**src/source/cpu_pkg.sv**
```systemverilog
package cpu_pkg;

  localparam int word_width = 32; // Bus, register and memory word width.
  localparam int ctrl_data_width = 6; // Constant field of the control word.
  localparam int uop_count_width = 5; // Micro-op counter width.
  localparam int mem_words = 256; // Word memory depth, byte address bits 9:2.
  localparam int reg_pc = 31; // r31 holds the program counter.

  // Opcode field, bits 31:26 of the opword.
  typedef enum logic [5:0] {
    op_reset = 6'd0, // Internal, clears the PC.
    op_fetch = 6'd1, // Internal, loads the next opword.
    op_lhu = 6'd2, // rD = zeroext(I).
    op_addu = 6'd3, // rD = rS + zeroext(I).
    op_add3 = 6'd4, // rD = rA + rB.
    op_sw = 6'd5, // mem[rD] = rS.
    op_or3 = 6'd6, // rD = rA | rB.
    op_lh = 6'd7 // rD = signext(I).
  } opcode_e;

  typedef enum logic [1:0] {
    reg_sel_opword0 = 2'd0, // rD, opword bits 25:21.
    reg_sel_opword1 = 2'd1, // Opword bits 20:16.
    reg_sel_opword2 = 2'd2, // Opword bits 15:11.
    reg_sel_control = 2'd3 // Index taken from ctrl_data.
  } reg_sel_e;

  // Bus sources, code 7 is left free.
  typedef enum logic [3:0] {
    out_none = 4'd0,
    out_reg = 4'd1,
    out_tmp0 = 4'd2,
    out_tmp1 = 4'd3,
    out_mmu = 4'd4,
    out_mlu = 4'd5,
    out_shifter = 4'd6,
    out_ctrl_data = 4'd8,
    out_opword_immediate = 4'd9
  } out_plane_e;

  // Bus sinks.
  typedef enum logic [2:0] {
    in_none = 3'd0,
    in_reg = 3'd1,
    in_tmp0 = 3'd2,
    in_tmp1 = 3'd3,
    in_mmu = 3'd4,
    in_opword = 3'd5,
    in_opcode = 3'd6
  } in_plane_e;

  typedef enum logic [2:0] {
    mlu_add = 3'd0,
    mlu_or = 3'd1
  } mlu_op_e;

  typedef enum logic [1:0] {
    shift_pass = 2'd0,
    shift_signext16 = 2'd1
  } shifter_op_e;

  typedef enum logic {
    opcode_from_opword = 1'b0,
    opcode_from_bus = 1'b1
  } opcode_sel_e;

endpackage

```
**src/source/control_logic.sv**
```systemverilog
`timescale 1ns/100ps

module control_logic
  import cpu_pkg::*;
(
  input logic clk,
  input logic rst,
  input logic booted,
  input logic [word_width-1:0] bus,
  input in_plane_e in_plane,
  input logic uop_reset,
  input opcode_sel_e opcode_sel,
  output opcode_e opcode,
  output logic [uop_count_width-1:0] uop_count,
  output logic [word_width-1:0] opword
);

  opcode_e next_opcode; // Opcode source chosen by opcode_sel.

  always_comb begin
    if (opcode_sel == opcode_from_bus) begin
      next_opcode = opcode_e'(bus[5:0]); // Constant from the control word.
    end else begin
      next_opcode = opcode_e'(opword[31:26]); // Decoded instruction.
    end
  end

  always_ff @(posedge clk) begin
    if (rst || !booted) begin
      opcode <= op_reset; // Rerun the reset sequence once booted.
      uop_count <= '0;
    end else begin
      if (in_plane == in_opcode) begin
        opcode <= next_opcode;
      end
      if (uop_reset) begin
        uop_count <= '0;
      end else begin
        uop_count <= uop_count + 1'b1; // One micro-op per cycle.
      end
    end
  end

  always_ff @(posedge clk) begin
    if (in_plane == in_opword) begin
      opword <= bus; // Instruction word from memory.
    end
  end

  // The longest sequence is fetch with five steps.
  assert property (@(posedge clk) disable iff (rst || !booted) uop_count < 5'd5)
    else $error("Micro-op counter ran past the end of a sequence");

endmodule

```
**config.mk**
```make
export PLATFORM = sky130hd
export DESIGN_NAME = control_logic
export DESIGN_NICKNAME = d
export VERILOG_FILES = /design/src/source/cpu_pkg.sv /design/src/source/control_logic.sv
export SDC_FILE = /design/constraint.sdc
export NUM_CORES = 1
export LEC_CHECK = 0
export ABC_AREA = 0
export BUFFER_PORTS_ARGS = -buffer_cell sky130_fd_sc_hd__buf_2
export CELL_PAD_IN_SITES_DETAIL_PLACEMENT = 0
export CELL_PAD_IN_SITES_GLOBAL_PLACEMENT = 1
export CORE_ASPECT_RATIO = 0.7
export CORE_UTILIZATION = 33
export CTS_CLUSTER_DIAMETER = 40
export DETAILED_ROUTE_END_ITERATION = 10
export GPL_TIMING_DRIVEN = 0
export PLACE_DENSITY_LB_ADDON = 0.2
export SLEW_MARGIN = 20
export SYNTH_ARGS = -nofsm -noshare
export SYNTH_HDL_FRONTEND = slang
export SYNTH_SLANG_ARGS = --single-unit
export TNS_END_PERCENT = 50
```
**constraint.sdc**
```tcl
create_clock -name clk -period 1.73 [get_ports clk]
set_input_delay 0.173 -clock clk [delete_from_list [all_inputs] [get_ports clk]]
set_output_delay 0.173 -clock clk [all_outputs]
set_load 0.01 [all_outputs]
```
==> results.py <==
metrics = {
    "status": {
        "run_status": "completed",
    },
    "route": {
        "dr.pass1.iters": 4,
        "viasPerCell": 4.36,
        "drt_wl_total_mm": 2.95,
        "drt-initial-drc-count": 19,
        "vias": 959,
        "wire_per_inst_um": 13.4,
        "drcViolationCount": 0,
        "postRouteAntennaNets": 0,
    },
    "pwr": {
        "power_switching_mw": 0.400,
        "ir_drop_mv": 0.455,
        "p_int_mw": 1.50,
        "p_per_area_mw_per_mm2": 934,
        "power_leakage_nw": 0.872,
        "p_clk_frac": 0.305,
        "power_frac_comb": 0.083,
        "pwr-share-seq": 0.612,
        "power.switching_fraction": 0.210,
        "p_total_mw": 1.90,
    },
    "yosys": {
        "synth-seq-cells": 43,
        "ys_seq_area_frac": 0.796,
        "syn-num-nets": 120,
        "yosys_warnings": 0,
        "syn_inst": 79,
        "ys_types": 17,
        "netlist_area_sq_mm": 0.00148,
        "avgSynthCellArea_sq_um": 18.8,
    },
    "critical_path": {
        "crit_type": "input port to flop",
        "slowest_stage": "and3b_2",
        "max_stage_delay_ps": 690,
        "cp-start-kind": "input port",
        "path_buf_inv": 1,
        "crit_required_ps": 1650,
        "critPathMaxFanout": 32,
        "crit_family": "simple AND/OR/NAND/NOR gates",
        "crit_arrival_ps": 980,
        "endpoint_kind": "flop",
        "crit_chain": "buf_2, and3b_2",
    },
    "clocking": {
        "cts.repair.resized": 0,
        "clockBufferDepth": 2,
        "h-tree-depth": 2,
        "cts_buffers": 5,
        "clock_sink_count": 43,
        "clock_latency_ps": 290,
        "root_buffer": "clkbuf_8",
        "clk_pin_slew_ps": 80,
        "postCtsSetupRepairBufs": 0,
        "hold_buffers": 0,
        "cts_tree": "built",
    },
    "finish": {
        "nets": 208,
        "fin_cells": 220,
        "seqCellArea_sq_mm": 0.00118,
        "multiInputGateArea_sq_um": 275,
        "antennaDiodeCount": 0,
        "mostFrequentLayoutCells": "buf_2 (82), edfxtp_1 (32), dfxtp_1 (11)",
        "synthToLayoutAreaGrowth_pct": 37.2,
        "fill_cells": 378,
        "layout_commonest_cell": "buf_2",
        "drive_above_1_share": 0.601,
    },
    "global_route": {
        "grt_max_degree": 33,
        "antenna_found_initial": 0,
        "grtUsageTotal": 0.135,
        "first_global_vias": 1000,
        "grt_pass1_wl_mm": 4.58,
        "overflow": 0,
    },
    "timing": {
        "rsz0062_at_grt": "no",
        "tns_ps": 0,
        "fmaxAchievable_mhz": 944,
        "maxSlewViolCount": 0,
        "post-route-period-util": 0.612,
        "whs_ps": 54.6,
        "hold_viol": 0,
        "finClkSkew_ps": 7.67,
        "finalCriticalPeriod_ps": 1060,
        "tightest_slew_ps": 692,
        "slew_headroom": 0.539,
        "finalSetupViolations": 0,
    },
    "placed_design": {
        "globalplace.congestion": 0.687,
        "io_buffers": 81,
        "place_inst": 212,
    },
    "floorplan": {
        "die_w_um": 82.2,
        "row_count": 19,
        "core_area_sq_mm": 0.00411,
        "die_area_sq_mm": 0.00477,
        "die_h_um": 58.1,
        "ioPinCount": 83,
        "start_util": 0.361,
    },
    "run": {
        "drv_cap": 0,
    },
    "hold_path": {
        "hold_class": "input port to flop",
    },
}
-- area by class of cell --
class / instances / area share
flip-flops and latches: 43 / 0.580
repair buffers: 81 / 0.199
plain buffers: 2 / 0.0123
multi-input cells: 33 / 0.135
clock buffers: 6 / 0.0356
well taps: 52 / 0.0320
clock inverters: 2 / 0.00369
inverters: 1 / 0.00184
-- cells in the mapped netlist --
cell,number,area share
mux2i_1,6,0.040
buf_2,1,0.0034
inv_1,1,0.0025
edfxtp_1,32,0.65
or2_1,1,0.0042
nor2_2,4,0.017
ha_1,1,0.0084
xor2_1,2,0.012
dfxtp_1,11,0.15
buf_12,1,0.013
nand3_1,2,0.0067
nor2_1,7,0.018
a211oi_2,6,0.051
xnor2_1,1,0.0059
nand2b_4,1,0.0093
and3b_1,1,0.0059
and3b_2,1,0.0067
-- worst paths after layout --
kind,slack (ps),startpoint,cells past startpoint,end
min reg2reg,470,uop_count[0],1,uop_count[0]
max reg2reg,750,uop_count[0],4,uop_count[4]
min,50,bus[29],1,opword[29]
max,670,in_plane[1],2,opword[22]
-- worst register-to-register path, cell delays in order (launching register included) --
cell and delay, ps:
dfxtp_1 390, ha_1 210, nand3_1 100, xor2_1 140, nor2_1 50
-- layer usage --
layer	up-vias	wire [um]	GRT usage
met5	-	0	0
met4	0	35	0.0526
met3	5	320	0.0535
met2	55	1300	0.213
met1	429	1290	0.168
li1	470	-	-
-- state kept, by name (all words and copies together) (netlist names) --
| name | flops |
|---|---|
| opcode | 6 |
| opword | 32 |
| uop_count | 5 |
-- stage by stage --
stage	util	setup WS, ps	area [sq um]
6_report	0.495	671	2040
5_1_grt	0.495	597	2040
4_1_cts	0.495	649	2040
3_5_place_dp	0.476	345	1960
3_3_place_gp	0.475	-107	1950
2_1_floorplan	-	276	1480
-- kinds of logic (layout without fill, tap and decap cells) --
logic type | Yosys count | in the layout | synth area share
buffers and inverters | 3 | 92 | 0.0194
adder cells (fa/ha/maj) | 1 | 1 | 0.00843
XOR/XNOR | 3 | 3 | 0.0177
AO/OA/AOI/OAI | 6 | 6 | 0.0506
flip-flops | 43 | 43 | 0.796
multiplexers | 6 | 6 | 0.0405
AND/OR/NAND/NOR | 17 | 17 | 0.0675
-- power by group through the flow --
| stage | Clock [mW] | Sequential (mW) | Combinational, mW |
|---|---|---|---|
| after CTS | 0.598 | 1.16 | 0.162 |
| after detailed placement | 0 | 1.19 | 0.161 |
| after global placement | 0 | 1.19 | 0.157 |
| after floorplan | 0 | 1.21 | 0.0460 |
| final | 0.579 | 1.16 | 0.158 |
| after global routing | 0.651 | 1.17 | 0.175 |
Note: power is estimated with default switching activity, not from simulation.
