$ cat src/source/cpu_pkg.sv
package cpu_pkg;

  localparam int word_width = 32; // Bus, register and memory word width.
  localparam int ctrl_data_width = 6; // Constant field of the control word.
  localparam int uop_count_width = 5; // Micro-op counter width.
  localparam int mem_words = 256; // Word memory depth, byte address bits 9:2.
  localparam int reg_pc = 31; // r31 holds the program counter.

  // Opcode field, bits 31:26 of the opword.
  typedef enum logic [5:0] {
    op_reset = 6'd0, // Internal, clears the PC.
    op_fetch = 6'd1, // Internal, loads the next opword.
    op_lhu = 6'd2, // rD = zeroext(I).
    op_addu = 6'd3, // rD = rS + zeroext(I).
    op_add3 = 6'd4, // rD = rA + rB.
    op_sw = 6'd5, // mem[rD] = rS.
    op_or3 = 6'd6, // rD = rA | rB.
    op_lh = 6'd7 // rD = signext(I).
  } opcode_e;

  typedef enum logic [1:0] {
    reg_sel_opword0 = 2'd0, // rD, opword bits 25:21.
    reg_sel_opword1 = 2'd1, // Opword bits 20:16.
    reg_sel_opword2 = 2'd2, // Opword bits 15:11.
    reg_sel_control = 2'd3 // Index taken from ctrl_data.
  } reg_sel_e;

  // Bus sources, code 7 is left free.
  typedef enum logic [3:0] {
    out_none = 4'd0,
    out_reg = 4'd1,
    out_tmp0 = 4'd2,
    out_tmp1 = 4'd3,
    out_mmu = 4'd4,
    out_mlu = 4'd5,
    out_shifter = 4'd6,
    out_ctrl_data = 4'd8,
    out_opword_immediate = 4'd9
  } out_plane_e;

  // Bus sinks.
  typedef enum logic [2:0] {
    in_none = 3'd0,
    in_reg = 3'd1,
    in_tmp0 = 3'd2,
    in_tmp1 = 3'd3,
    in_mmu = 3'd4,
    in_opword = 3'd5,
    in_opcode = 3'd6
  } in_plane_e;

  typedef enum logic [2:0] {
    mlu_add = 3'd0,
    mlu_or = 3'd1
  } mlu_op_e;

  typedef enum logic [1:0] {
    shift_pass = 2'd0,
    shift_signext16 = 2'd1
  } shifter_op_e;

  typedef enum logic {
    opcode_from_opword = 1'b0,
    opcode_from_bus = 1'b1
  } opcode_sel_e;

endpackage

$ cat src/source/datapath.sv
`timescale 1ns/100ps

module datapath
  import cpu_pkg::*;
(
  input logic clk,
  input logic rst,
  input out_plane_e out_plane,
  input in_plane_e in_plane,
  input mlu_op_e mlu_op,
  input shifter_op_e shifter_op,
  input logic [ctrl_data_width-1:0] ctrl_data,
  input logic [word_width-1:0] opword,
  input logic [word_width-1:0] rd_data,
  input logic [word_width-1:0] mem_rdata,
  output logic [word_width-1:0] bus,
  output logic [word_width-1:0] tmp0
);

  logic [word_width-1:0] tmp1;
  logic [word_width-1:0] mlu_out;
  logic [word_width-1:0] shifter_out;

  always_ff @(posedge clk) begin
    if (rst) begin
      tmp0 <= '0;
      tmp1 <= '0;
    end else begin
      if (in_plane == in_tmp0) begin
        tmp0 <= bus; // Also the memory address.
      end
      if (in_plane == in_tmp1) begin
        tmp1 <= bus;
      end
    end
  end

  always_comb begin
    case (mlu_op)
      mlu_or: mlu_out = tmp0 | tmp1;
      default: mlu_out = tmp0 + tmp1; // Add, carry out dropped.
    endcase
  end

  always_comb begin
    case (shifter_op)
      shift_signext16: shifter_out = {{16{tmp0[15]}}, tmp0[15:0]};
      default: shifter_out = tmp0; // Pass.
    endcase
  end

  // One source drives the bus per micro-op.
  always_comb begin
    case (out_plane)
      out_reg: bus = rd_data;
      out_tmp0: bus = tmp0;
      out_tmp1: bus = tmp1;
      out_mmu: bus = mem_rdata;
      out_mlu: bus = mlu_out;
      out_shifter: bus = shifter_out;
      out_ctrl_data: bus = word_width'(ctrl_data); // Zero-extended.
      out_opword_immediate: bus = word_width'(opword[15:0]); // Zero-extended.
      default: bus = '0; // Idle bus reads as zero.
    endcase
  end

endmodule

$ cat config.mk
export PLATFORM = sky130hd
export DESIGN_NAME = datapath
export DESIGN_NICKNAME = d
export VERILOG_FILES = /design/src/source/cpu_pkg.sv /design/src/source/datapath.sv
export SDC_FILE = /design/constraint.sdc
export NUM_CORES = 1
export LEC_CHECK = 0
export BUFFER_PORTS_ARGS = -buffer_cell sky130_fd_sc_hd__buf_4
export CAP_MARGIN = 25
export CORE_MARGIN = 2
export CORE_UTILIZATION = 45
export CTS_CLUSTER_SIZE = 10
export DETAILED_ROUTE_END_ITERATION = 16
export GPL_TIMING_DRIVEN = 0
export PLACE_DENSITY = 0.82
export SYNTH_ARGS = -nofsm -noshare
export SYNTH_HDL_FRONTEND = slang
export SYNTH_SLANG_ARGS = --single-unit
export TNS_END_PERCENT = 50
$ cat constraint.sdc
create_clock -name clk -period 3.1 [get_ports clk]
set_clock_uncertainty 0.15 [all_clocks]
set_input_delay 0.62 -clock clk [delete_from_list [all_inputs] [get_ports clk]]
set_output_delay 0.62 -clock clk [all_outputs]
set_load 0.01 [all_outputs]
==> impl_metrics.yaml <==
status:
  status: "finished with violations"
  violations: "negative setup slack"
power:
  power_frac_comb_pct: 30.7
  peakVddDrop_mv: 0.269
  netSwitchingFraction_pct: 32.7
  power.leakage_nw: 4.28
  seqPwrFrac_pct: 30.6
  finalPower_mw: 2.98
  p_switching_mw: 0.975
  power_per_cell_area_nw_per_um2: 305
  internal_power_mw: 2.01
  clockPowerShare_pct: 38.7
place:
  place_congestion: 1.01
  dp_hpwl_um: 17300
  post_dp_cell_area_um2: 7710
  numPortBuffers: 161
  dp_cells: 1193
  dp_slack_ns: -0.823
worst_setup_path:
  start_kind: "flop"
  reg2reg_to: "tmp1[30]"
  r2r_cells: 12
  critical_path_required_ns: 2.33
  path_class: "reg2out"
  cp_common_cell: "inv_2"
  worstReg2RegStart: "tmp1[14]"
  max_stage_delay_ns: 0.54
  cp_max_fo: 3
  crit_start: "tmp0[0]"
  r2r_slack_ns: 0.08
  path_cells: "ha_4 -> inv_2 -> fa_2 -> nor2b_4 -> o2111ai_4 -> a21oi_4 -> nor4_4 -> nor3_2 -> or4_4 -> a31oi_4 -> inv_2 -> buf_6"
  endpoint_kind: "output port"
  slowest_stage: "or4_4"
  crit_end: "bus[24]"
  worstPathArrival_ns: 2.92
timing:
  period_share_pct: 119
  finalMaxSlewViolations: 0
  worst_pin_slew_ns: 0.838
  rsz0062_at_grt: "yes"
  max_freq_ghz: 0.271
  hold_violations: 0
  finalSetupTns_ns: -10.29
  fin_crit_ns: 3.69
  setup_ws_ns: -0.588
  relSlewSlack_pct: 44.1
  worst_hold_slack_ns: 0.369
  finalSetupViolCount: 28
floorplan:
  die_h_um: 122
  fp.dieArea_um2: 14800
  core_um2: 13400
  row_count: 42
  io_pins: 180
  die_w_um: 122
  start_util_pct: 46.5
global_route:
  gr-total-overflow: 0
  grt_pass1_wl_um: 41800
  antenna_found_initial: 1
  grt_use_total_pct: 36.1
  grt_pass1_vias: 7923
  grt_max_degree: 14
final_layout:
  design_area_um2: 9760
  n_antenna_cell: 0
  final_cell_count_no_fill: 1276
  drive_above_1_share_pct: 42.5
  layout_commonest_cell: "buf_4"
  finalNetCount: 1275
  final_core_util_pct: 72.8
  area_growth_pct: 56.7
  multi_input_comb_area_um2: 5350
  final_cell_mix: "buf_4, inv_1, nor2_1"
  fill_cells: 938
  regArea_um2: 1380
routing:
  drtIter0Drc: 1123
  met3_length_um: 3040
  drt.antenna.violating_nets: 0
  firstDrtPassIters: 6
  drc: 0
  wirelength_met1_um: 10800
  avgRoutedWirePerCell_um: 22.2
  wl_met2_um: 13000
  maxUsedRoutingLayer: "met4"
  vias: 8324
  via_per_inst: 6.52
  routed_wl_um: 28300
synth:
  synth_top_family_by_area: "compound AO/OA/AOI/OAI gates"
  syn_avg_cell_area_um2: 7.29
  synth_cell_types: 69
  syn_inst: 854
  synth_xor_area_share_pct: 2.81
  netlist_area_um2: 6230
  synth_compound_area_share_pct: 35.1
  yosys.area_share.simple_pct: 17.7
  synth_ff_type: "dfxtp_1"
  muxShareOfSynthArea_pct: 1.13
  ys_seq_area_share_pct: 20.6
  synth_warnings: 0
  synthArstFlopShare_pct: 0
  ys_seq_elements: 64
  synth_edf_count: 0
  syn-num-nets: 1034
  synthAdderAreaFrac_pct: 13.0
hold_path:
  worstHoldPathType: "reg2reg"
cts:
  clockBufferDepth: 2
  cts-root-buf: "clkbuf_16"
  clock_latency_ns: 0.34
  clk_pin_slew_ns: 0.06
  clock-sinks: 64
  cts_buffers: 9
  cts_tree: "done"
  htreeDepth: 3
job:
  max-cap-violations: 0
-- how the worst min path moves through the flow --
| stage | startpoint | to | slack (ns) | cells after the start |
|---|---|---|---|---|
| 6_report | tmp1[18] | tmp1[18] | 0.37 | 2 |
| 5_1_grt | tmp1[14] | tmp1[14] | 0.40 | 2 |
| 4_1_cts | tmp1[13] | tmp1[13] | 0.37 | 2 |
| 3_5_place_dp | tmp0[11] | tmp0[11] | 0.37 | 2 |
| 3_3_place_gp | tmp0[2] | tmp0[2] | 0.37 | 2 |
| 2_1_floorplan | tmp1[31] | tmp1[31] | 0.34 | 2 |
-- cells in the mapped netlist, types with 7 or more instances --
cell	count	share of area, %
xnor2_1	10	1.4
a222oi_1	10	1.6
nor2b_1	7	0.70
a211oi_1	67	8.1
nand3_1	20	1.6
xor2_1	10	1.4
clkbuf_1	44	2.7
a31oi_1	7	0.70
nand2_1	60	3.6
dfxtp_1	64	21
o211ai_1	11	1.3
a22oi_1	48	5.8
inv_1	100	6.0
mux2i_1	7	1.1
a21o_1	15	1.8
ha_1	63	13
o21ai_0	21	1.7
o22ai_1	10	1.0
buf_2	7	0.56
nor2_1	91	5.5
nor3_1	13	1.0
a21oi_1	66	5.3
-- cell families (layout without fill, tap and decap cells) --
family,after synthesis,count (layout)
fa+ha+maj,64,64
flops,64,64
compound gates,309,309
simple gates,233,233
buf+inv,157,403
mux,7,7
xor+xnor,20,20
-- power groups by stage --
stage	clock network, mW	logic [mW]	registers (mW)
after global placement	0	0.651	0.930
after CTS	1.14	0.798	0.910
after detailed placement	0	0.663	0.932
final	1.15	0.915	0.913
after floorplan	0	0.371	0.928
after global routing	1.19	0.971	0.918
-- per-layer routing --
layer / GRT usage, % / vias up
met5: 0 / -
met4: 19.2 / 0
met3: 6.32 / 147
met2: 60.1 / 641
met1: 44.5 / 3945
li1: - / 3591
-- worst max-delay path: cells and delay by family, from the launching register on --
family	cells	cell delay, ns
buffers and inverters	3	0.21
AO/OA/AOI/OAI	3	0.59
adder cells (fa/ha/maj)	2	0.38
AND/OR/NAND/NOR	4	1.03
flip-flops	1	0.35
-- flip-flops by register name, indices dropped and copies added (netlist names) --
register  flops
tmp0         32
tmp1         32
-- area by class of cell --
type,instances,area share [%]
multi-input cells,633,54.8
clock buffers,9,2.31
plain buffers,51,2.90
clock inverters,7,1.06
repair buffers,236,18.7
inverters,100,3.87
well taps,176,2.26
flip-flops and latches,64,14.1
-- timing repair --
| item | in CTS | in global routing |
|---|---|---|
| gates cloned | 0 | 0 |
| setup endpoints to repair | 36 | 32 |
| setup buffers | 36 | 38 |
| pin swaps | 69 | 40 |
| hold buffers | 0 | 0 |
| resized for setup | 219 | 86 |
Note: power is estimated with default switching activity, not from simulation.
