## config.mk

```make
export PLATFORM = sky130hd
export DESIGN_NAME = microcode
export DESIGN_NICKNAME = d
export VERILOG_FILES = /design/src/source/cpu_pkg.sv /design/src/source/microcode.sv
export SDC_FILE = /design/constraint.sdc
export NUM_CORES = 1
export LEC_CHECK = 0
export BUFFER_PORTS_ARGS = -buffer_cell sky130_fd_sc_hd__buf_2
export CAP_MARGIN = 0
export CORE_MARGIN = 4
export CORE_UTILIZATION = 49
export DETAILED_ROUTE_END_ITERATION = 7
export PLACE_DENSITY = 0.91
export SYNTH_ARGS = -nofsm -noshare
export SYNTH_HDL_FRONTEND = slang
export SYNTH_SLANG_ARGS = --single-unit
```

## constraint.sdc

```tcl
create_clock -name vclk -period 2.12
set_input_delay 0.424 -clock vclk [all_inputs]
set_output_delay 0.424 -clock vclk [all_outputs]
set_load 0.01 [all_outputs]
```

## src/source/cpu_pkg.sv

```systemverilog
package cpu_pkg;

  localparam int word_width = 32; // Bus, register and memory word width.
  localparam int ctrl_data_width = 6; // Constant field of the control word.
  localparam int uop_count_width = 5; // Micro-op counter width.
  localparam int mem_words = 256; // Word memory depth, byte address bits 9:2.
  localparam int reg_pc = 31; // r31 holds the program counter.

  // Opcode field, bits 31:26 of the opword.
  typedef enum logic [5:0] {
    op_reset = 6'd0, // Internal, clears the PC.
    op_fetch = 6'd1, // Internal, loads the next opword.
    op_lhu = 6'd2, // rD = zeroext(I).
    op_addu = 6'd3, // rD = rS + zeroext(I).
    op_add3 = 6'd4, // rD = rA + rB.
    op_sw = 6'd5, // mem[rD] = rS.
    op_or3 = 6'd6, // rD = rA | rB.
    op_lh = 6'd7 // rD = signext(I).
  } opcode_e;

  typedef enum logic [1:0] {
    reg_sel_opword0 = 2'd0, // rD, opword bits 25:21.
    reg_sel_opword1 = 2'd1, // Opword bits 20:16.
    reg_sel_opword2 = 2'd2, // Opword bits 15:11.
    reg_sel_control = 2'd3 // Index taken from ctrl_data.
  } reg_sel_e;

  // Bus sources, code 7 is left free.
  typedef enum logic [3:0] {
    out_none = 4'd0,
    out_reg = 4'd1,
    out_tmp0 = 4'd2,
    out_tmp1 = 4'd3,
    out_mmu = 4'd4,
    out_mlu = 4'd5,
    out_shifter = 4'd6,
    out_ctrl_data = 4'd8,
    out_opword_immediate = 4'd9
  } out_plane_e;

  // Bus sinks.
  typedef enum logic [2:0] {
    in_none = 3'd0,
    in_reg = 3'd1,
    in_tmp0 = 3'd2,
    in_tmp1 = 3'd3,
    in_mmu = 3'd4,
    in_opword = 3'd5,
    in_opcode = 3'd6
  } in_plane_e;

  typedef enum logic [2:0] {
    mlu_add = 3'd0,
    mlu_or = 3'd1
  } mlu_op_e;

  typedef enum logic [1:0] {
    shift_pass = 2'd0,
    shift_signext16 = 2'd1
  } shifter_op_e;

  typedef enum logic {
    opcode_from_opword = 1'b0,
    opcode_from_bus = 1'b1
  } opcode_sel_e;

endpackage

```

## src/source/microcode.sv

```systemverilog
`timescale 1ns/100ps

module microcode
  import cpu_pkg::*;
(
  input opcode_e opcode,
  input logic [uop_count_width-1:0] uop_count,
  output logic [ctrl_data_width-1:0] ctrl_data,
  output reg_sel_e reg_sel,
  output out_plane_e out_plane,
  output in_plane_e in_plane,
  output logic uop_reset,
  output mlu_op_e mlu_op,
  output shifter_op_e shifter_op,
  output opcode_sel_e opcode_sel
);

  logic go_fetch; // Step returns to the fetch opcode.

  always_comb begin
    ctrl_data = '0; // Idle control word.
    reg_sel = reg_sel_opword0;
    out_plane = out_none;
    in_plane = in_none;
    uop_reset = 1'b0;
    mlu_op = mlu_add;
    shifter_op = shift_pass;
    opcode_sel = opcode_from_opword;
    go_fetch = 1'b0;
    case (opcode)
      op_reset: begin
        case (uop_count)
          5'd0: begin
            ctrl_data = ctrl_data_width'(reg_pc); // PC <= 0, bus idles at zero.
            reg_sel = reg_sel_control;
            in_plane = in_reg;
          end
          5'd1: go_fetch = 1'b1;
          default: ;
        endcase
      end
      op_fetch: begin
        case (uop_count)
          5'd0: begin
            ctrl_data = ctrl_data_width'(reg_pc); // Address memory with the PC.
            reg_sel = reg_sel_control;
            out_plane = out_reg;
            in_plane = in_tmp0;
          end
          5'd1: begin
            out_plane = out_mmu; // Load the opword.
            in_plane = in_opword;
          end
          5'd2: begin
            ctrl_data = ctrl_data_width'(4); // PC increment.
            out_plane = out_ctrl_data;
            in_plane = in_tmp1;
          end
          5'd3: begin
            ctrl_data = ctrl_data_width'(reg_pc); // PC <= PC + 4.
            reg_sel = reg_sel_control;
            out_plane = out_mlu;
            in_plane = in_reg;
            mlu_op = mlu_add;
          end
          5'd4: begin
            in_plane = in_opcode; // Decode from the opword.
            uop_reset = 1'b1;
            opcode_sel = opcode_from_opword;
          end
          default: ;
        endcase
      end
      op_lh: begin
        case (uop_count)
          5'd0: begin
            out_plane = out_opword_immediate; // Immediate into tmp0.
            in_plane = in_tmp0;
          end
          5'd1: begin
            reg_sel = reg_sel_opword0; // rD <= signext16(tmp0).
            out_plane = out_shifter;
            shifter_op = shift_signext16;
            in_plane = in_reg;
          end
          5'd2: go_fetch = 1'b1;
          default: ;
        endcase
      end
      op_lhu: begin
        case (uop_count)
          5'd0: begin
            reg_sel = reg_sel_opword0; // Zero-extended immediate into rD.
            out_plane = out_opword_immediate;
            in_plane = in_reg;
          end
          5'd1: go_fetch = 1'b1;
          default: ;
        endcase
      end
      op_sw: begin
        case (uop_count)
          5'd0: begin
            reg_sel = reg_sel_opword0; // Store address from rD.
            out_plane = out_reg;
            in_plane = in_tmp0;
          end
          5'd1: begin
            reg_sel = reg_sel_opword1; // Store data from rS.
            out_plane = out_reg;
            in_plane = in_mmu;
          end
          5'd2: go_fetch = 1'b1;
          default: ;
        endcase
      end
      op_addu, op_add3, op_or3: begin
        case (uop_count)
          5'd0: begin
            reg_sel = reg_sel_opword1; // First operand.
            out_plane = out_reg;
            in_plane = in_tmp0;
          end
          5'd1: begin
            reg_sel = reg_sel_opword2; // Second register, unless addu.
            out_plane = (opcode == op_addu) ? out_opword_immediate : out_reg;
            in_plane = in_tmp1;
          end
          5'd2: begin
            reg_sel = reg_sel_opword0; // Result into rD.
            out_plane = out_mlu;
            in_plane = in_reg;
            mlu_op = (opcode == op_or3) ? mlu_or : mlu_add;
          end
          5'd3: go_fetch = 1'b1;
          default: ;
        endcase
      end
      default: go_fetch = (uop_count == '0); // Undefined opcode is skipped.
    endcase
    if (go_fetch) begin
      ctrl_data = ctrl_data_width'(op_fetch); // Opcode <= fetch, counter <= 0.
      out_plane = out_ctrl_data;
      in_plane = in_opcode;
      uop_reset = 1'b1;
      opcode_sel = opcode_from_bus;
    end
  end

  // Every latching sink needs a driven bus, except the PC clear at reset.
  always_comb begin
    if (!(opcode == op_reset && uop_count == '0)) begin
      assert final (!(out_plane == out_none &&
                      in_plane inside {in_reg, in_tmp0, in_tmp1, in_mmu}))
        else $error("Sink latches an undriven bus, opcode %0d uop %0d", opcode, uop_count);
    end
  end

endmodule

```

==> results of run 1 <==
per-layer routing:
layer | vias up | routed length (um)
met1 | 392 | 798
met5 | - | 0
met3 | 2 | 137
li1 | 404 | -
met2 | 40 | 975
met4 | 0 | 12
stage by stage:
step | std cells | power [mW] | TNS (ns) | setup slack [ns] | hold slack [ns]
2_1_floorplan | 102 | 0.0903 | 0 | 0.252 | 0.931
3_3_place_gp | 138 | 0.111 | 0 | 0.109 | 1.23
3_5_place_dp | 138 | 0.116 | 0 | 0.0433 | 1.21
4_1_cts | 138 | 0.116 | 0 | 0.0437 | 1.21
5_1_grt | 138 | 0.137 | -0.0651 | -0.0651 | 1.24
6_report | 138 | 0.125 | 0 | 0.0283 | 1.21
layout by cell type (no fill, tap or decap), types with 2 or more instances in the layout:
cell,n
buf_2,29
o21ai_0,4
nor4_1,2
nand3b_1,3
a21oi_1,5
conb_1,4
nor3_1,4
a31oi_1,5
nor2b_1,2
nand2b_1,6
buf_4,7
nand3_1,2
nor2_1,8
a211oi_1,3
nand2_1,8
inv_1,4
layout make-up:
cell class | instances | area (um2) | share of cell area
inverter | 4 | 15.0 | 0.0185
multi-input combinational | 83 | 569 | 0.702
tap | 14 | 17.5 | 0.0216
timing repair buffer | 37 | 209 | 0.258
where the power goes:
group | internal, mW | total, mW | switching (mW)
Clock | 0 | 0 | 0
Sequential | 0 | 0 | 0
Combinational | 0.0484 | 0.125 | 0.0768
Total | 0.0484 | 0.125 | 0.0768
how the worst min path moves through the flow:
stage	start	endpoint	cells after the start
6_report	uop_count[2]	uop_reset	3
3_5_place_dp	uop_count[2]	uop_reset	3
3_3_place_gp	uop_count[2]	uop_reset	3
4_1_cts	uop_count[2]	uop_reset	3
2_1_floorplan	uop_count[2]	uop_reset	1
5_1_grt	uop_count[2]	uop_reset	3
kinds of logic (layout without fill, tap and decap cells):
logic type             after synthesis  in the layout
AND/OR/NAND/NOR                     47             47
AO/OA/AOI/OAI                       29             29
buffers and inverters               19             41
XOR/XNOR                             2              2
other                                1              4
multiplexers                         1              1
worst max-delay path, stage by stage:
cell and delay (ns):
buf_2 0.17, buf_4 0.19, a21oi_1 0.15, or4b_4 0.48, o311ai_2 0.08, buf_2 0.17
==> flow_summary.html, run 1 <==
<table>
<tr><th>Metric</th><th>Value</th></tr>
<tr><th colspan="2">Run status</th></tr>
<tr><td>Status</td><td>finished, final reports clean</td></tr>
<tr><th colspan="2">Timing</th></tr>
<tr><td>Number of max-slew violations in the final report</td><td>0</td></tr>
<tr><td>Final period util</td><td>0.987</td></tr>
<tr><td>FMAX</td><td>478 MHz</td></tr>
<tr><td>Minimum period implied by the final worst setup slack</td><td>roughly 2.1 ns</td></tr>
<tr><td>Endpoints failing setup</td><td>0</td></tr>
<tr><td>Setup repair after global routing missed its margin</td><td>yes</td></tr>
<tr><td>Number of hold-slack violations in the final timing report</td><td>0</td></tr>
<tr><th colspan="2">Floorplanning</th></tr>
<tr><td>Die Wd</td><td>44.7 um</td></tr>
<tr><td>Chip Height</td><td>roughly 45 um</td></tr>
<tr><td>Floorplan die area</td><td>1990 um2</td></tr>
<tr><td># rows</td><td>12</td></tr>
<tr><td>I/O pin total</td><td>33</td></tr>
<tr><td>Area of the core</td><td>1190 um2</td></tr>
<tr><td>Initial Utilization</td><td>0.555</td></tr>
<tr><th colspan="2">Finish</th></tr>
<tr><td>Final Util</td><td>0.684</td></tr>
<tr><td>Layout cell share with drive strength beyond 1</td><td>0.395</td></tr>
<tr><td>Summed area of non-filler cells in the final layout</td><td>811 um2</td></tr>
<tr><td>Layout fillers</td><td>103</td></tr>
<tr><td>Count of nets after finishing</td><td>137</td></tr>
<tr><td>Area taken by flip-flops and latches</td><td>0 um2</td></tr>
<tr><td>Diodes inserted</td><td>0</td></tr>
<tr><td>Number of clock buffer instances in the layout</td><td>0</td></tr>
<tr><td>Synth-to-Final Area Change</td><td>23.2%</td></tr>
<tr><td>Layout sequential cell count</td><td>0</td></tr>
<tr><th colspan="2">Detailed routing</th></tr>
<tr><td>Vias</td><td>838</td></tr>
<tr><td>Number of DRC markers in iteration 0</td><td>23</td></tr>
<tr><td>Mean number of vias per cell</td><td>6.07</td></tr>
<tr><td>Routed Wire Length</td><td>1.92 mm</td></tr>
<tr><td>Detailed-router iteration count before antenna repair</td><td>4</td></tr>
<tr><td>Number of nets still failing antenna checks after routing</td><td>0</td></tr>
<tr><td>Post-route DRC</td><td>0</td></tr>
<tr><td>Routed len/inst</td><td>13.9 um</td></tr>
<tr><th colspan="2">Logic synthesis</th></tr>
<tr><td>Dominant combinational cell family by area after synthesis</td><td>simple AND/OR/NAND/NOR gates</td></tr>
<tr><td>Top cells by area, synth</td><td>clkbuf_8, buf_4, nand2b_1</td></tr>
<tr><td>Post-synthesis share of cell area spent on xor and xnor gates</td><td>0.0266</td></tr>
<tr><td>Seq/Total Area, Yosys</td><td>0</td></tr>
<tr><td>Post-Synthesis Cells</td><td>between 90 and 100</td></tr>
<tr><td>Arithmetic-cell share of the synthesized area counting full adders, half adders and majority gates</td><td>0</td></tr>
<tr><td>Number of warnings issued by yosys</td><td>0</td></tr>
<tr><td>Synth unique cells</td><td>45</td></tr>
<tr><td>Synthesized-area fraction occupied by ao, oa, aoi and oai cells</td><td>0.314</td></tr>
<tr><td>Post-synthesis cell area</td><td>about 660 um2</td></tr>
<tr><td>Top cell type's share of synthesized area</td><td>0.0837</td></tr>
<tr><td>Largest area contributor in the netlist</td><td>clkbuf_8</td></tr>
<tr><td>Top cell types by occurrence after synthesis</td><td>nand2_1, nor2_1, buf_4, nand2b_1</td></tr>
<tr><td>Mux cell area share after synthesis</td><td>0.0152</td></tr>
<tr><td>Synth Area per Inst</td><td>6.65 um2</td></tr>
<tr><td>Share of synthesized cell area in and, or, nand and nor gates</td><td>0.416</td></tr>
<tr><th colspan="2">Power</th></tr>
<tr><td>Pwr Density</td><td>154 nW/um2</td></tr>
<tr><td>Leak pwr</td><td>around 0.38 nW</td></tr>
<tr><td>Maximum VDD drop</td><td>roughly 110 uV</td></tr>
<tr><th colspan="2">Placement</th></tr>
<tr><td>Final weighted congestion in routability-driven placement</td><td>about 0.9</td></tr>
<tr><td>Port Buffer Count</td><td>29</td></tr>
<tr><td>DP HPWL</td><td>1.47 mm</td></tr>
<tr><td>Post-Place Cell Area</td><td>761 um2</td></tr>
<tr><th colspan="2">Global route</th></tr>
<tr><td>Total gr overflow</td><td>0</td></tr>
<tr><td>Antenna violations before repair</td><td>0</td></tr>
<tr><td>Global router's overall resource usage</td><td>0.186</td></tr>
<tr><td>Met2 Resource Use GR</td><td>0.330</td></tr>
<tr><td>Largest net degree at the start of global routing</td><td>14</td></tr>
<tr><td>Number of global-route vias before repair</td><td>between 600 and 700</td></tr>
<tr><td>Routing layer with the top usage in global route</td><td>met2</td></tr>
<tr><td>Met3 track demand over resource</td><td>0.00813</td></tr>
<tr><td>First-pass GRT wire length</td><td>2.99 mm</td></tr>
<tr><td>Met1 GRT Util</td><td>0.249</td></tr>
<tr><th colspan="2">CTS</th></tr>
<tr><td># Post-CTS Setup Buffers</td><td>0</td></tr>
<tr><td>Number of cells upsized or downsized after cts</td><td>0</td></tr>
<tr><td>Number of buffers inserted by hold repair at cts</td><td>0</td></tr>
<tr><th colspan="2">Critical path</th></tr>
<tr><td>Max Fanout on Critical Path</td><td>12</td></tr>
<tr><td>Start point of the critical path</td><td>uop_count[0]</td></tr>
<tr><td>Capturing element type of the critical path</td><td>output port</td></tr>
<tr><td>CP Class</td><td>in -&gt; out</td></tr>
<tr><td>Startpoint Class</td><td>primary input</td></tr>
<tr><td>Required time at the worst-slack endpoint</td><td>1.70 ns</td></tr>
<tr><td>Arrival time at the worst endpoint</td><td>1.67 ns</td></tr>
<tr><td>End of the critical path</td><td>in_plane[1]</td></tr>
<tr><th colspan="2">Worst hold path</th></tr>
<tr><td>Worst min path class</td><td>in -&gt; out</td></tr>
<tr><th colspan="2">Job</th></tr>
<tr><td>Count of maximum capacitance violations</td><td>0</td></tr>
</table>
No activity file was read; power rests on OpenSTA's default activity.
==> run 2, diff against run 1 <==
Settings changed: SETUP_SLACK_MARGIN set to 0.1.
==> flow_summary.html, run 2 (synthesis results as in run 1) <==
<table>
<tr><th>Metric</th><th>Value</th></tr>
<tr><th colspan="2">Run status</th></tr>
<tr><td>Status</td><td>finished, final reports clean</td></tr>
<tr><th colspan="2">Timing</th></tr>
<tr><td>Number of hold-slack violations in the final timing report</td><td>0 (unchanged)</td></tr>
<tr><td>Setup repair after global routing missed its margin</td><td>yes</td></tr>
<tr><td>Setup total negative slack</td><td>0 ns (unchanged)</td></tr>
<tr><td>Worst Hold Slack</td><td>1.21 ns (-0.00742 ns)</td></tr>
<tr><td>Number of max-slew violations in the final report</td><td>0 (unchanged)</td></tr>
<tr><td>Endpoints failing setup</td><td>0 (unchanged)</td></tr>
<tr><td>Minimum period implied by the final worst setup slack</td><td>2.05 ns (-0.0443 ns)</td></tr>
<tr><td>Final period util</td><td>0.966 (-0.0209)</td></tr>
<tr><td>FMAX</td><td>488 MHz (+2.2%)</td></tr>
<tr><th colspan="2">Floorplanning</th></tr>
<tr><td>I/O pin total</td><td>33 (unchanged)</td></tr>
<tr><td>Initial Utilization</td><td>0.555 (unchanged)</td></tr>
<tr><td>Die Wd</td><td>44.7 um (unchanged)</td></tr>
<tr><td>Chip Height</td><td>44.7 um (unchanged)</td></tr>
<tr><td># rows</td><td>12 (unchanged)</td></tr>
<tr><td>Area of the core</td><td>1190 um2 (unchanged)</td></tr>
<tr><td>Floorplan die area</td><td>1990 um2 (unchanged)</td></tr>
<tr><th colspan="2">Detailed routing</th></tr>
<tr><td>Routed Wire Length</td><td>2.19 mm (+14%)</td></tr>
<tr><td>Mean number of vias per cell</td><td>6.09 (+0.21%)</td></tr>
<tr><td>Routed len/inst</td><td>15.5 um (+11%)</td></tr>
<tr><td>Number of nets still failing antenna checks after routing</td><td>0 (unchanged)</td></tr>
<tr><td>Vias</td><td>858 (+2.4%)</td></tr>
<tr><td>Post-route DRC</td><td>0 (unchanged)</td></tr>
<tr><td>Number of DRC markers in iteration 0</td><td>31 (+35%)</td></tr>
<tr><td>Detailed-router iteration count before antenna repair</td><td>5 (+1)</td></tr>
<tr><th colspan="2">Placement</th></tr>
<tr><td>Cell count after placement</td><td>138 (unchanged)</td></tr>
<tr><td>Port Buffer Count</td><td>29 (unchanged)</td></tr>
<tr><td>Final weighted congestion in routability-driven placement</td><td>0.900 (unchanged)</td></tr>
<tr><td>DP HPWL</td><td>1.47 mm (unchanged)</td></tr>
<tr><th colspan="2">Critical path</th></tr>
<tr><td>Max Fanout on Critical Path</td><td>13 (+1)</td></tr>
<tr><td>Startpoint Class</td><td>primary input</td></tr>
<tr><td>Required time at the worst-slack endpoint</td><td>1.70 ns (about the same)</td></tr>
<tr><td>Crit path buffers/inverters</td><td>3 (unchanged)</td></tr>
<tr><td>Delay of the slowest cell on the worst path</td><td>0.47 ns (about the same)</td></tr>
<tr><td>Capturing element type of the critical path</td><td>output port</td></tr>
<tr><td>Cell with the largest stage delay on the worst path</td><td>or4b_4</td></tr>
<tr><td>Cell Chain, Critical Path</td><td>clkbuf_4 &gt; buf_4 &gt; a21oi_1 &gt; or4b_4 &gt; o311ai_2 &gt; buf_2</td></tr>
<tr><td>Largest delay contributor family on the critical path</td><td>buffers and inverters</td></tr>
<tr><td>CP Class</td><td>in -&gt; out</td></tr>
<tr><td>Arrival time at the worst endpoint</td><td>1.62 ns (-0.05 ns)</td></tr>
<tr><th colspan="2">Finish</th></tr>
<tr><td>Count of nets after finishing</td><td>140 (+2.2%)</td></tr>
<tr><td>Commonest non-fill, non-tap cell in the layout</td><td>buf_2</td></tr>
<tr><td>Area taken by flip-flops and latches</td><td>0 um2 (unchanged)</td></tr>
<tr><td>Number of clock buffer instances in the layout</td><td>0 (unchanged)</td></tr>
<tr><td>Final non-filler cell total</td><td>141 (+2.2%)</td></tr>
<tr><td>Synth-to-Final Area Change</td><td>37.5%</td></tr>
<tr><td>Diodes inserted</td><td>0 (unchanged)</td></tr>
<tr><td>Layout cell share with drive strength beyond 1</td><td>0.433 (+0.0379)</td></tr>
<tr><td>Layout sequential cell count</td><td>0 (unchanged)</td></tr>
<tr><td>Commonest cells after routing, fill and taps aside</td><td>buf_2, buf_4, nor2_1, nand2_1</td></tr>
<tr><td>Multi-input logic area</td><td>592 um2 (+4.0%)</td></tr>
<tr><td>Layout fillers</td><td>91 (-12%)</td></tr>
<tr><th colspan="2">Power</th></tr>
<tr><td>Leak pwr</td><td>0.424 nW (+10%)</td></tr>
<tr><td>Overall power of the completed layout</td><td>0.147 mW (+17%)</td></tr>
<tr><td>Pwr Density</td><td>162 nW/um2 (+5.0%)</td></tr>
<tr><td>Maximum VDD drop</td><td>122 uV (+15%)</td></tr>
<tr><th colspan="2">Global route</th></tr>
<tr><td>Number of global-route vias before repair</td><td>676 (-1.9%)</td></tr>
<tr><td>Global router's overall resource usage</td><td>0.186 (unchanged)</td></tr>
<tr><td>Antenna violations before repair</td><td>0 (unchanged)</td></tr>
<tr><td>First-pass GRT wire length</td><td>2.99 mm (unchanged)</td></tr>
<tr><td>Largest net degree at the start of global routing</td><td>14 (unchanged)</td></tr>
<tr><td>Total gr overflow</td><td>0 (unchanged)</td></tr>
<tr><th colspan="2">Worst hold path</th></tr>
<tr><td>Worst min path class</td><td>in -&gt; out</td></tr>
<tr><th colspan="2">Job</th></tr>
<tr><td>Count of maximum capacitance violations</td><td>0 (unchanged)</td></tr>
<tr><th colspan="2">CTS</th></tr>
<tr><td>Number of buffers inserted by hold repair at cts</td><td>0 (unchanged)</td></tr>
</table>
run 2: cell count changes in the layout (fill, tap and decap cells not counted), moves of 2 or more:
| cell | delta |
|---|---|
| clkbuf_4 | +2 |
| buf_2 | -7 |
| buf_6 | +3 |
| buf_4 | +3 |
| nand2b_1 | -2 |
run 2: path summary, 6_finish.rpt:
| check | startpoint | end | slack (ns) | cells after the start |
|---|---|---|---|---|
| hold / removal | opcode[1] | in_plane[2] | 1.21 | 3 |
| setup / recovery | uop_count[1] | in_plane[1] | 0.07 | 6 |
run 2: what timing repair did:
item | 4_1_cts | 5_1_grt
setup buffers | 0 | 3
gates resized for setup | 2 | 28
pin swaps | 1 | 5
endpoints found under the setup margin | 3 | 10
run 2: final cells by class:
class | instances | area share
multi-input cells | 83 | 0.654
repair buffers | 40 | 0.310
well taps | 14 | 0.0194
inverters | 4 | 0.0166
run 2: where the power goes:
part / total, mW / switching, mW / internal (mW)
logic: 0.147 / 0.0828 / 0.0639
clock network: 0 / 0 / 0
registers: 0 / 0 / 0
total: 0.147 / 0.0828 / 0.0639
run 2: per-stage QoR:
step	worst slack, ns	instance area [um2]	utilization
floorplan	0.252	669	-
global placement	0.109	761	0.641
detailed placement	0.0433	761	0.641
CTS	0.0663	769	0.649
global route	0.0114	905	0.763
finish	0.0726	905	0.763
run 2: metal layers:
layer	up-vias	global-route usage	wire length [um]	share of wire
met1	392	0.254	855	0.39
li1	413	-	-	-
met3	6	0	149	0.068
met4	0	0.0241	45	0.021
met5	-	0	0	0
met2	47	0.330	1140	0.52
==> run 3, diff against run 2 <==
Settings changed: PLACE_DENSITY 0.91 to 0.85.
==> flow_summary.html, run 3 (synthesis results as in run 1) <==
<table>
<tr><th>Metric</th><th>Value</th></tr>
<tr><th colspan="2">Floorplanning</th></tr>
<tr><td>Floorplan die area</td><td>1990 um2 (unchanged)</td></tr>
<tr><td>Die Wd</td><td>44.7 um (unchanged)</td></tr>
<tr><td>I/O pin total</td><td>33 (unchanged)</td></tr>
<tr><td># rows</td><td>12 (unchanged)</td></tr>
<tr><td>Initial Utilization</td><td>0.555 (unchanged)</td></tr>
<tr><td>Chip Height</td><td>44.7 um (unchanged)</td></tr>
<tr><td>Area of the core</td><td>1190 um2 (unchanged)</td></tr>
<tr><th colspan="2">Critical path</th></tr>
<tr><td>Startpoint Class</td><td>primary input</td></tr>
<tr><td>Start point of the critical path</td><td>opcode[3]</td></tr>
<tr><td>Required time at the worst-slack endpoint</td><td>1.70 ns (about the same)</td></tr>
<tr><td>Arrival time at the worst endpoint</td><td>1.64 ns (+0.02 ns)</td></tr>
<tr><td>Delay of the slowest cell on the worst path</td><td>0.53 ns (+0.06 ns)</td></tr>
<tr><td>Cell Chain, Critical Path</td><td>buf_8 &gt; nor3_4 &gt; nand3_2 &gt; or4b_1 &gt; o311ai_1 &gt; buf_2</td></tr>
<tr><td>Capturing element type of the critical path</td><td>output port</td></tr>
<tr><td>CP Class</td><td>in -&gt; out</td></tr>
<tr><td>Max Fanout on Critical Path</td><td>2 (-11)</td></tr>
<tr><td>End of the critical path</td><td>in_plane[1]</td></tr>
<tr><td>Cell with the largest stage delay on the worst path</td><td>or4b_1</td></tr>
<tr><th colspan="2">Power</th></tr>
<tr><td>Pwr Density</td><td>161 nW/um2 (-0.72%)</td></tr>
<tr><td>Maximum VDD drop</td><td>144 uV (+19%)</td></tr>
<tr><td>Overall power of the completed layout</td><td>0.145 mW (-1.4%)</td></tr>
<tr><td>Leak pwr</td><td>0.424 nW (about the same)</td></tr>
<tr><th colspan="2">Timing</th></tr>
<tr><td>Setup total negative slack</td><td>0 ns (unchanged)</td></tr>
<tr><td>Worst Hold Slack</td><td>1.22 ns (+0.0127 ns)</td></tr>
<tr><td>Final period util</td><td>0.973 (+0.00759)</td></tr>
<tr><td>Minimum period implied by the final worst setup slack</td><td>2.06 ns (+0.0161 ns)</td></tr>
<tr><td>Endpoints failing setup</td><td>0 (unchanged)</td></tr>
<tr><td>Number of max-slew violations in the final report</td><td>0 (unchanged)</td></tr>
<tr><td>Final setup margin</td><td>0.0566 ns (-0.0161 ns)</td></tr>
<tr><td>Number of hold-slack violations in the final timing report</td><td>0 (unchanged)</td></tr>
<tr><td>Setup repair after global routing missed its margin</td><td>yes</td></tr>
<tr><td>FMAX</td><td>485 MHz (-0.78%)</td></tr>
<tr><th colspan="2">Placement</th></tr>
<tr><td>Port Buffer Count</td><td>29 (unchanged)</td></tr>
<tr><td>Final weighted congestion in routability-driven placement</td><td>0.845 (-6.0%)</td></tr>
<tr><td>DP HPWL</td><td>1.49 mm (+1.5%)</td></tr>
<tr><td>Worst Setup Slack post-DPL</td><td>0.0527 ns (+0.00932 ns)</td></tr>
<tr><th colspan="2">Finish</th></tr>
<tr><td>Layout fillers</td><td>83 (-8.8%)</td></tr>
<tr><td>Layout cell share with drive strength beyond 1</td><td>0.422 (-0.0112)</td></tr>
<tr><td>Layout sequential cell count</td><td>0 (unchanged)</td></tr>
<tr><td>Area taken by flip-flops and latches</td><td>0 um2 (unchanged)</td></tr>
<tr><td>Synth-to-Final Area Change</td><td>36.5%</td></tr>
<tr><td>Commonest non-fill, non-tap cell in the layout</td><td>buf_2</td></tr>
<tr><td>Count of nets after finishing</td><td>141 (+0.71%)</td></tr>
<tr><td>Diodes inserted</td><td>0 (unchanged)</td></tr>
<tr><td>Commonest cells after routing, fill and taps aside</td><td>buf_2, buf_4, nand2_1</td></tr>
<tr><td>Number of clock buffer instances in the layout</td><td>0 (unchanged)</td></tr>
<tr><td>Multi-input logic area</td><td>589 um2 (-0.42%)</td></tr>
<tr><th colspan="2">Detailed routing</th></tr>
<tr><td>Detailed-router iteration count before antenna repair</td><td>4 (-1)</td></tr>
<tr><td>Post-route DRC</td><td>0 (unchanged)</td></tr>
<tr><td>Vias</td><td>866 (+0.93%)</td></tr>
<tr><td>Number of DRC markers in iteration 0</td><td>46 (+48%)</td></tr>
<tr><td>Routed Wire Length</td><td>2.14 mm (-2.3%)</td></tr>
<tr><td>Number of nets still failing antenna checks after routing</td><td>0 (unchanged)</td></tr>
<tr><td>Mean number of vias per cell</td><td>6.10 (+0.22%)</td></tr>
<tr><td>Routed len/inst</td><td>15.0 um (-3.0%)</td></tr>
<tr><th colspan="2">Global route</th></tr>
<tr><td>Global router's overall resource usage</td><td>0.196 (+0.00983)</td></tr>
<tr><td>Number of global-route vias before repair</td><td>680 (+0.59%)</td></tr>
<tr><td>Total gr overflow</td><td>0 (unchanged)</td></tr>
<tr><td>Antenna violations before repair</td><td>0 (unchanged)</td></tr>
<tr><td>Largest net degree at the start of global routing</td><td>17 (+3)</td></tr>
<tr><td>First-pass GRT wire length</td><td>3.12 mm (+4.4%)</td></tr>
<tr><th colspan="2">CTS</th></tr>
<tr><td>Number of buffers inserted by hold repair at cts</td><td>0 (unchanged)</td></tr>
<tr><th colspan="2">Worst hold path</th></tr>
<tr><td>Worst min path class</td><td>in -&gt; out</td></tr>
<tr><td>Worst Hold Launch</td><td>uop_count[2]</td></tr>
<tr><th colspan="2">Job</th></tr>
<tr><td>Count of maximum capacitance violations</td><td>0 (unchanged)</td></tr>
<tr><th colspan="2">Run status</th></tr>
<tr><td>Status</td><td>finished, final reports clean</td></tr>
</table>
[run 3: area by class of cell]
type                       instances  area share
timing repair buffer              41       0.308
tap                               14      0.0195
inverter                           4      0.0167
multi-input combinational         83       0.656
[run 3: worst max-delay path, delay by kind of cell]
| family | cells | cell delay, ns |
|---|---|---|
| AOI/OAI and AO/OA | 1 | 0.09 |
| and+or+nand+nor | 3 | 0.85 |
| buffers and inverters | 2 | 0.27 |
[run 3: per-layer routing]
layer  vias to the layer above  track usage  part of all wire
met5                         -            0                 0
met3                         6      0.00407              0.12
met4                         0       0.0301             0.026
met2                        65        0.338              0.46
li1                        414            -                 -
met1                       381        0.271              0.39
[run 3: power breakdown]
part / switching, mW / leakage [nW] / internal (mW)
clock network: 0 / 0 / 0
registers: 0 / 0 / 0
logic: 0.0826 / 0.424 / 0.0620
[run 3: repair_timing]
| item | in CTS | in global routing |
|---|---|---|
| endpoints found under the setup margin | 5 | 9 |
| buffers inserted | 1 | 3 |
| pin swaps | 4 | 9 |
| resized for setup | 6 | 19 |
[run 3: worst min-delay path by stage]
stage	endpoint	slack, ns	cells after the start
finish	uop_reset	1.22	3
global route	uop_reset	1.23	3
CTS	uop_reset	1.21	3
detailed placement	uop_reset	1.21	3
global placement	uop_reset	1.21	3
floorplan	uop_reset	0.93	1
[run 3: metrics by stage]
stage,util,area (um2),instances
floorplan,-,669,102
global placement,0.641,761,138
detailed placement,0.641,761,138
CTS,0.667,791,139
global route,0.757,898,142
finish,0.757,898,142
